### src/ovl_macros.svh
`ifndef OVL_MACROS_SVH
`define OVL_MACROS_SVH

// overlay layers stacked on the base stream
`define OVL_NUM_LAYERS 2

// row and column counters and window registers
`define OVL_DIM_WIDTH 11

// stream token type code
`define OVL_DTYPE_WIDTH 4

// 32-bit words per layer, two overlay pixels in each
`define OVL_MEM_DEPTH 64

`endif

### src/ovl_pkg.sv
`default_nettype none

`include "ovl_macros.svh"

package ovl_pkg;

   // token types carried on the stream
   typedef enum logic [`OVL_DTYPE_WIDTH-1:0] {
      FRAME_START = 4'h1,
      ROW_END     = 4'h2,
      PIXEL       = 4'h3,
      FRAME_END   = 4'h4,
      META        = 4'h5
   } dtype_e;

   // one overlay memory word
   // halves view for the transparency test, fields view for the colour
   typedef union packed {
      struct packed {
         logic [15:0] hi;
         logic [15:0] lo;
      } halves;
      struct packed {
         logic [2:0] a_hi;
         logic [6:0] y_hi;
         logic [5:0] v;
         logic [2:0] a_lo;
         logic [6:0] y_lo;
         logic [5:0] u;
      } fields;
   } overlay_word_u;

   // what one layer contributes to the current beat
   typedef struct packed {
      logic       sel;
      logic [7:0] y;
      logic [7:0] u;
      logic [7:0] v;
      logic [2:0] alpha;
   } layer_result_t;

   // eight-level mix, alpha 7 is fully opaque
   function automatic logic [7:0] blend(input logic [7:0] base,
                                        input logic [7:0] ovl,
                                        input logic [2:0] alpha);
      logic [3:0]  inv;
      logic [10:0] acc;
      inv = 4'd8 - {1'b0, alpha};
      // weights sum to 8, so the sum never exceeds 11 bits
      acc = ({3'b000, base} * {7'b0000000, inv}) + ({3'b000, ovl} * {8'b00000000, alpha});
      if (alpha == 3'd0) begin
         return base;
      end else if (alpha == 3'd7) begin
         return ovl;
      end
      return acc[10:3];
   endfunction

endpackage

`default_nettype wire

### src/ovl_if.sv
`timescale 1ns/1ps
`default_nettype none

`include "ovl_macros.svh"

// registered stream beat with its position attached
interface pix_stream_if;
   import ovl_pkg::*;

   logic                      dv;
   dtype_e                    dtype;
   logic [7:0]                data0;
   logic [7:0]                data1;
   logic [7:0]                data2;
   logic [15:0]               meta_data;
   logic [`OVL_DIM_WIDTH-1:0] row;
   logic [`OVL_DIM_WIDTH-1:0] col;

   modport src (output dv, dtype, data0, data1, data2, meta_data, row, col);
   modport snk (input dv, dtype, data0, data1, data2, meta_data, row, col);
endinterface

// one layer's verdict plus the beat it belongs to
interface layer_result_if;
   import ovl_pkg::*;

   layer_result_t res;
   logic          dv;
   dtype_e        dtype;
   logic [7:0]    data0;
   logic [7:0]    data1;
   logic [7:0]    data2;
   logic [15:0]   meta_data;

   modport src (output res, dv, dtype, data0, data1, data2, meta_data);
   modport snk (input res, dv, dtype, data0, data1, data2, meta_data);
endinterface

`default_nettype wire

### src/layer_compositor.sv
`timescale 1ns/1ps
`default_nettype none

`include "ovl_macros.svh"

module layer_compositor (
   input  logic            clk,
   input  logic            resetb,
   layer_result_if.snk     layers [`OVL_NUM_LAYERS],
   output logic            dvo,
   output ovl_pkg::dtype_e dtypeo,
   output logic [7:0]      data0o,
   output logic [7:0]      data1o,
   output logic [7:0]      data2o,
   output logic [15:0]     meta_datao
);
   import ovl_pkg::*;

   layer_result_t res [`OVL_NUM_LAYERS];
   logic [7:0]    y_mix;
   logic [7:0]    u_mix;
   logic [7:0]    v_mix;

   // pull the results out of the interface array
   for (genvar g = 0; g < `OVL_NUM_LAYERS; g++) begin : g_res
      assign res[g] = layers[g].res;
   end

   // layer 0 goes down first, each later layer lands on top
   always_comb begin
      y_mix = layers[0].data0;
      u_mix = layers[0].data1;
      v_mix = layers[0].data2;
      for (int i = 0; i < `OVL_NUM_LAYERS; i++) begin
         if (res[i].sel) begin
            y_mix = blend(y_mix, res[i].y, res[i].alpha);
            u_mix = blend(u_mix, res[i].u, res[i].alpha);
            v_mix = blend(v_mix, res[i].v, res[i].alpha);
         end
      end
   end

   always_ff @(posedge clk or negedge resetb) begin
      if (!resetb) begin
         dvo <= 1'b0;
      end else begin
         dvo <= layers[0].dv;
      end
   end

   // every layer carries the same beat, take it from layer 0
   always_ff @(posedge clk) begin
      dtypeo     <= layers[0].dtype;
      data0o     <= y_mix;
      data1o     <= u_mix;
      data2o     <= v_mix;
      meta_datao <= layers[0].meta_data;
   end

endmodule

`default_nettype wire

### src/overlay_layer.sv
`timescale 1ns/1ps
`default_nettype none

`include "ovl_macros.svh"

module overlay_layer #(
   parameter int LAYER_ID = 0
) (
   input  logic                               clk,
   input  logic                               resetb,
   input  logic                               enable,
   input  logic                               cfg_we,
   input  logic [$clog2(`OVL_NUM_LAYERS)-1:0] cfg_layer,
   input  logic [6:0]                         cfg_addr,
   input  logic [31:0]                        cfg_wdata,
   pix_stream_if.snk                          stream,
   layer_result_if.src                        result
);
   import ovl_pkg::*;

   localparam int LW = $clog2(`OVL_NUM_LAYERS);
   localparam int AW = $clog2(`OVL_MEM_DEPTH);
   localparam int W  = `OVL_DIM_WIDTH;
   localparam logic [LW-1:0] LAYER_SEL = LAYER_ID[LW-1:0];

   logic [W-1:0]  col_start;
   logic [W-1:0]  row_start;
   logic [W-1:0]  num_rows;
   logic [W-1:0]  num_cols;
   logic [31:0]   mem [`OVL_MEM_DEPTH];
   logic [AW-1:0] rd_addr;
   logic          half_ptr;
   logic          cfg_hit;
   logic [W-1:0]  row_end;
   logic [W-1:0]  col_end;
   logic          in_win;
   overlay_word_u word;
   logic [15:0]   half;
   logic [2:0]    alpha;
   logic [6:0]    luma;
   logic          sel;

   assign cfg_hit = cfg_we && (cfg_layer == LAYER_SEL);

   // window registers at addresses 0 to 3
   always_ff @(posedge clk or negedge resetb) begin
      if (!resetb) begin
         col_start <= '0;
         row_start <= '0;
         num_rows  <= '0;
         num_cols  <= '0;
      end else if (cfg_hit) begin
         case (cfg_addr)
            7'd0:    col_start <= cfg_wdata[W-1:0];
            7'd1:    row_start <= cfg_wdata[W-1:0];
            7'd2:    num_rows  <= cfg_wdata[W-1:0];
            7'd3:    num_cols  <= cfg_wdata[W-1:0];
            default: ;
         endcase
      end
   end

   // overlay words from address 64 up
   always_ff @(posedge clk) begin
      if (cfg_hit && cfg_addr[6]) begin
         mem[cfg_addr[AW-1:0]] <= cfg_wdata;
      end
   end

   assign row_end = row_start + num_rows;
   assign col_end = col_start + num_cols;
   assign in_win  = enable && stream.dv && stream.dtype == PIXEL &&
                    stream.row >= row_start && stream.row < row_end &&
                    stream.col >= col_start && stream.col < col_end;

   // low half first, then high half of the same word
   assign word  = mem[rd_addr];
   assign half  = half_ptr ? word.halves.hi : word.halves.lo;
   assign alpha = half_ptr ? word.fields.a_hi : word.fields.a_lo;
   assign luma  = half_ptr ? word.fields.y_hi : word.fields.y_lo;
   // an all-zero half is transparent
   assign sel   = in_win && (half != 16'h0000);

   always_ff @(posedge clk or negedge resetb) begin
      if (!resetb) begin
         rd_addr  <= '0;
         half_ptr <= 1'b0;
      end else if (!enable || (stream.dv && stream.dtype == FRAME_END)) begin
         rd_addr  <= '0;
         half_ptr <= 1'b0;
      end else if (in_win) begin
         half_ptr <= ~half_ptr;
         if (half_ptr) begin
            rd_addr <= rd_addr + 1'b1;
         end
      end
   end

   always_ff @(posedge clk or negedge resetb) begin
      if (!resetb) begin
         result.dv  <= 1'b0;
         result.res <= '0;
      end else begin
         result.dv        <= stream.dv;
         result.res.sel   <= sel;
         result.res.y     <= {luma, 1'b0};
         result.res.u     <= {word.fields.u, 2'b00};
         result.res.v     <= {word.fields.v, 2'b00};
         result.res.alpha <= alpha;
      end
   end

   // base beat rides along for the compositor
   always_ff @(posedge clk) begin
      result.dtype     <= stream.dtype;
      result.data0     <= stream.data0;
      result.data1     <= stream.data1;
      result.data2     <= stream.data2;
      result.meta_data <= stream.meta_data;
   end

   // a frame must not need more words than the memory holds
   assert property (@(posedge clk) disable iff (!resetb)
      (in_win && half_ptr) |=> (rd_addr != '0))
      else $error("overlay read address ran past the memory depth");

endmodule

`default_nettype wire

### src/overlay_top.sv
`timescale 1ns/1ps
`default_nettype none

`include "ovl_macros.svh"

module overlay_top (
   input  logic                               clk,
   input  logic                               resetb,
   input  logic                               enable,
   input  logic                               dvi,
   input  ovl_pkg::dtype_e                    dtypei,
   input  logic [7:0]                         data0i,
   input  logic [7:0]                         data1i,
   input  logic [7:0]                         data2i,
   input  logic [15:0]                        meta_datai,
   input  logic                               cfg_we,
   input  logic [$clog2(`OVL_NUM_LAYERS)-1:0] cfg_layer,
   input  logic [6:0]                         cfg_addr,
   input  logic [31:0]                        cfg_wdata,
   output logic                               dvo,
   output ovl_pkg::dtype_e                    dtypeo,
   output logic [7:0]                         data0o,
   output logic [7:0]                         data1o,
   output logic [7:0]                         data2o,
   output logic [15:0]                        meta_datao
);

   pix_stream_if   stream ();
   layer_result_if lres [`OVL_NUM_LAYERS] ();

   // stage 1, position tagging
   pixel_position_tracker u_tracker (
      .clk        (clk),
      .resetb     (resetb),
      .enable     (enable),
      .dvi        (dvi),
      .dtypei     (dtypei),
      .data0i     (data0i),
      .data1i     (data1i),
      .data2i     (data2i),
      .meta_datai (meta_datai),
      .stream     (stream.src)
   );

   // stage 2, one overlay per layer
   for (genvar g = 0; g < `OVL_NUM_LAYERS; g++) begin : g_layer
      overlay_layer #(
         .LAYER_ID (g)
      ) u_layer (
         .clk       (clk),
         .resetb    (resetb),
         .enable    (enable),
         .cfg_we    (cfg_we),
         .cfg_layer (cfg_layer),
         .cfg_addr  (cfg_addr),
         .cfg_wdata (cfg_wdata),
         .stream    (stream.snk),
         .result    (lres[g].src)
      );
   end

   // stage 3, blending
   layer_compositor u_compositor (
      .clk        (clk),
      .resetb     (resetb),
      .layers     (lres),
      .dvo        (dvo),
      .dtypeo     (dtypeo),
      .data0o     (data0o),
      .data1o     (data1o),
      .data2o     (data2o),
      .meta_datao (meta_datao)
   );

endmodule

`default_nettype wire

### src/pixel_position_tracker.sv
`timescale 1ns/1ps
`default_nettype none

`include "ovl_macros.svh"

module pixel_position_tracker (
   input  logic            clk,
   input  logic            resetb,
   input  logic            enable,
   input  logic            dvi,
   input  ovl_pkg::dtype_e dtypei,
   input  logic [7:0]      data0i,
   input  logic [7:0]      data1i,
   input  logic [7:0]      data2i,
   input  logic [15:0]     meta_datai,
   pix_stream_if.src       stream
);
   import ovl_pkg::*;

   logic [`OVL_DIM_WIDTH-1:0] row_pos;
   logic [`OVL_DIM_WIDTH-1:0] col_pos;

   // position counters and the position tagged onto each beat
   always_ff @(posedge clk or negedge resetb) begin
      if (!resetb) begin
         row_pos    <= '0;
         col_pos    <= '0;
         stream.dv  <= 1'b0;
         stream.row <= '0;
         stream.col <= '0;
      end else begin
         stream.dv  <= dvi;
         // a pixel carries the column before the increment
         stream.row <= enable ? row_pos : '0;
         stream.col <= enable ? col_pos : '0;
         if (!enable) begin
            row_pos <= '0;
            col_pos <= '0;
         end else if (dvi) begin
            case (dtypei)
               FRAME_START: begin
                  row_pos <= '0;
                  col_pos <= '0;
               end
               ROW_END: begin
                  row_pos <= row_pos + 1'b1;
                  col_pos <= '0;
               end
               PIXEL:   col_pos <= col_pos + 1'b1;
               default: ;
            endcase
         end
      end
   end

   // beat payload
   always_ff @(posedge clk) begin
      stream.dtype     <= dtypei;
      stream.data0     <= data0i;
      stream.data1     <= data1i;
      stream.data2     <= data2i;
      stream.meta_data <= meta_datai;
   end

   // rows wider than the counter would fold back onto column 0
   assert property (@(posedge clk) disable iff (!resetb)
      (enable && dvi && dtypei == PIXEL) |=> (col_pos != '0))
      else $error("column counter wrapped within a row");

endmodule

`default_nettype wire

### config.mk
export PLATFORM = sky130hd
export DESIGN_NAME = overlay_top
export DESIGN_NICKNAME = d
export VERILOG_FILES = /design/src/ovl_pkg.sv /design/src/ovl_if.sv /design/src/layer_compositor.sv /design/src/overlay_layer.sv /design/src/overlay_top.sv /design/src/pixel_position_tracker.sv
export VERILOG_INCLUDE_DIRS = /design/src
export SDC_FILE = /design/constraint.sdc
export NUM_CORES = 2
export LEC_CHECK = 0
export ABC_CLOCK_PERIOD_IN_PS = 11270
export BUFFER_PORTS_ARGS = -buffer_cell sky130_fd_sc_hd__buf_2
export CAP_MARGIN = 15
export CORE_UTILIZATION = 30
export DETAILED_ROUTE_END_ITERATION = 16
export SKIP_LAST_GASP = 1
export SYNTH_ARGS = -nofsm -noshare
export SYNTH_HDL_FRONTEND = slang
export SYNTH_SLANG_ARGS = --single-unit
### constraint.sdc
create_clock -name clk -period 11.27 [get_ports clk]
set_clock_uncertainty 0.15 [all_clocks]
set_input_delay 1.127 -clock clk [delete_from_list [all_inputs] [get_ports clk]]
set_output_delay 1.127 -clock clk [all_outputs]
set_load 0.005 [all_outputs]
==> impl_metrics.csv <==
group,metric,value,unit
setup_path,crit_top_cell,"fa_1",
finish,instances_no_fill,17880,
grt,first_global_vias,91930,
setup_path,critical_path_required,12.06,ns
synthesis,ys_ff_latch,4423,
route,drt_pass1_iterations,8,
synthesis,synth_most_common_cell,"edfxtp_1",
floorplanning,rows,283,
grt,antenna_found_initial,54,
worst_hold_path,hold_path_class,"in -> reg",
synthesis,yosysWarnings,0,
floorplanning,dieArea,601700,um^2
synthesis,synthesis.area,179600,um^2
power_and_ir_drop,p_int,26040,uW
synthesis,synthTopCellsByArea,"edfxtp_1 68%, mux4_2 11%, dfrtp_1 2.7%",
cts,cts_resized,0,
sta,slew_violations,0,
power_and_ir_drop,p_seq_share,54.6,%
route,ant_nets,0,
route,wl_per_cell,28.40,um
cts,path_clk_slew,0.07,ns
finish,multi_input_area,46640,um^2
cts,cts_sinks,4423,
finish,fin_nets,10000,
synthesis,synth_top_area_cell,"edfxtp_1",
route,dr.max_layer_used,"met5",
power_and_ir_drop,cellPowerDensity,160.9,nW/um^2
route,drt-initial-drc-count,11690,
floorplanning,fp.dieH,775.7,um
placed_design,io_buffers,133,
setup_path,cp-start-kind,"register",
sta,fin_tns_setup,0,ns
sta,fmax,0.1128,GHz
placed_design,dp_hpwl,292500,um
job,cap_violations,0,
power_and_ir_drop,power.switching,6995,uW
finish,fillers,55340,
synthesis,async_flop_share,4.409,%
synthesis,syn-num-nets,9551,
finish,regArea,130600,um^2
setup_path,arrival,9.65,ns
synthesis,synth_top_area_share,68.49,%
cts,ctsHtreeMaxLevel,5,
power_and_ir_drop,p_sw_share,21.17,%
route,wl_met2,237500,um
setup_path,cp_slowest_cell,"dfrtp_1",
cts,tritoncts,"yes",
power_and_ir_drop,leakagePower,0.06540,uW
sta,worstMarginPinSlew,1.458,ns
route,vias,91890,
cts,cts_setup_buffers,0,
synthesis,synth_cells,9048,
grt,gr-usage-all-layers,16.39,%
finish,syn_to_final_growth,14.36,%
sta,period_share,78.69,%
setup_path,worstSetupPathType,"reg -> reg",
floorplanning,start_util,30.17,%
sta,setup_violations,0,
grt,gr-total-overflow,0,
setup_path,crit_fanout,24,
synthesis,synth_ff_type,"edfxtp_1",
synthesis,syn_area_per_cell,19.85,um^2
grt,grt_max_degree,146,
finish,drive_above_1_share,22.11,%
sta,rsz0062_at_grt,"false",
grt,grt_pass1_wl,712500,um
power_and_ir_drop,combinationalPowerShare,2.6,%
setup_path,critPathMaxStageDelay,0.83,ns
route,wirelength,507600,um
power_and_ir_drop,pwr-share-clk,42.8,%
synthesis,ys_seq_area_share,72.68,%
synthesis,ys_types,82,
floorplanning,ios,134,
synthesis,synth_commonest_cells,"4096 x edfxtp_1, 883 x mux4_2, 333 x nand2_1",
placed_design,place_inst,17010,
cts,cts_buffers,427,
route,vias_per_cell,5.140,
route,dr_wl_met3,44390,um
setup_path,setup.worst_path.end_class,"register",
sta,layout_min_cycle_time,8.868,ns
floorplanning,fp.dieW,775.7,um
power_and_ir_drop,vdd_drop_max,0.1387,mV
route,wl_met1,209200,um
run_status,status,"finished, final reports clean",
synthesis,synth_edf_count,4096,
sta,relSlewSlack,2.779,%
sta,finalHoldViolations,0,
route,remaining_drc_errors,0,
finish,finish.utilization,34.50,%
floorplanning,fp.coreArea,595200,um^2
cts,clockBufferDepth,4,
cts,clock_latency,1.05,ns
placed_design,gpl.final_weighted_congestion,0.8049,
cts,cts_root_buf,"clkbuf_16",
-- registers in the layout, indices dropped and copies added (netlist names), 11 cells and up --
register	cells
u_compositor.meta_datao	16
u_tracker.stream.row	11
g_layer.u_layer.result.meta_data	16
u_tracker.stream.meta_data	16
u_tracker.row_pos	11
g_layer.u_layer.result.res	46
u_tracker.stream.col	11
g_layer.u_layer.num_rows	22
g_layer.u_layer.row_start	22
g_layer.u_layer.rd_addr	12
g_layer.u_layer.mem	4096
g_layer.u_layer.col_start	22
g_layer.u_layer.num_cols	22
u_tracker.col_pos	11
-- metal layers --
layer  track usage (%)  vias to the layer above
met1             22.52                    49400
met5                 0                        -
met2             26.35                     3965
li1                  -                    37790
met3             3.260                      717
met4             4.945                       22
-- path summary, 6_finish.rpt --
kind,start,end,slack [ns],cells after the start
hold reg to reg,u_tracker.stream.data2[3],g_layer[0].u_layer.result.data2[3],0.12,0
min in group asynchronous,resetb,g_layer[0].u_layer.result.res[5],0.52,2
setup reg to reg,g_layer[0].u_layer.result.res[1],u_compositor.data1o[7],2.40,28
hold / removal,meta_datai[10],u_tracker.stream.meta_data[10],0.1,1
setup / recovery,g_layer[0].u_layer.result.res[1],u_compositor.data1o[7],2.40,28
max in group asynchronous,resetb,u_tracker.row_pos[0],9.12,3
-- cells in the final DEF (no fill, tap or decap), types with 39 or more instances in the layout --
master and n:
a211oi_1 41, a21o_1 53, a21oi_1 212, a22o_1 39
a22oi_1 132, and2_1 191, buf_2 101, buf_4 321
clkbuf_1 90, clkbuf_16 428, clkinv_1 106, clkinv_2 73
dfrtp_1 183, dfxtp_1 132, diode_2 40, edfxtp_1 4096
fa_1 152, ha_1 262, inv_1 235, mux2_2 83
mux2i_1 255, mux4_1 110, mux4_2 883, nand2_1 333
nand3_1 84, nor2_1 127, nor2_4 130, o21ai_0 122
o21bai_1 48, o22ai_1 95, xnor2_1 114
-- stage by stage --
stage	worst slack, ns	hold slack (ns)	power (uW)	cell area, um^2
final	2.402	0.09594	33040	205400
after global routing	1.848	0.05862	33910	205300
after CTS	2.337	0.006421	33260	205300
after detailed placement	2.330	0.1621	19240	191300
after global placement	2.349	0.1597	19230	191300
after floorplan	3.578	0.1596	18740	179600
-- area by class of cell --
type	instances	area share [%]
clock buffers	527	5.440
inverters	241	0.4441
diodes	40	0.04874
clock inverters	261	1.206
flip-flops and latches	4423	63.57
multi-input cells	3932	22.71
repair buffers	472	1.718
well taps	7980	4.862
-- critical path: cells and delay by family (launching register included) --
kind | cells | cell delay [ns]
AND/OR/NAND/NOR | 4 | 0.67
adder cells (fa/ha/maj) | 11 | 4.85
flip-flops | 1 | 0.83
buffers and inverters | 2 | 0.15
XOR/XNOR | 2 | 0.30
AO/OA/AOI/OAI | 9 | 1.81
-- power by group through the flow --
stage               registers (uW)  logic [uW]  clock network [uW]
CTS                          18000         856               14400
global route                 18000         936               14900
detailed placement           18400         845                   0
global placement             18400         831                   0
finish                       18000         848               14100
floorplan                    18400         367                   0
-- cell families (layout without fill, tap and decap cells) --
| kind of cell | Yosys count | after routing | synth area share, % |
|---|---|---|---|
| muxes | 1331 | 1331 | 14.63 |
| adders and majority gates | 414 | 414 | 3.520 |
| xor gates and xnor gates | 137 | 137 | 0.6682 |
| DFF | 4423 | 4423 | 72.68 |
| AOI/OAI and AO/OA | 961 | 961 | 3.628 |
| and+or+nand+nor | 1089 | 1089 | 2.947 |
| buffers and inverters | 693 | 1501 | 1.930 |
| other | 0 | 40 | 0 |
-- timing repair --
item	4_1_cts	5_1_grt
endpoints found under the hold margin	82	0
hold buffers	33	0
setup endpoints to repair	0	0
No activity file was read; power rests on OpenSTA's default activity.
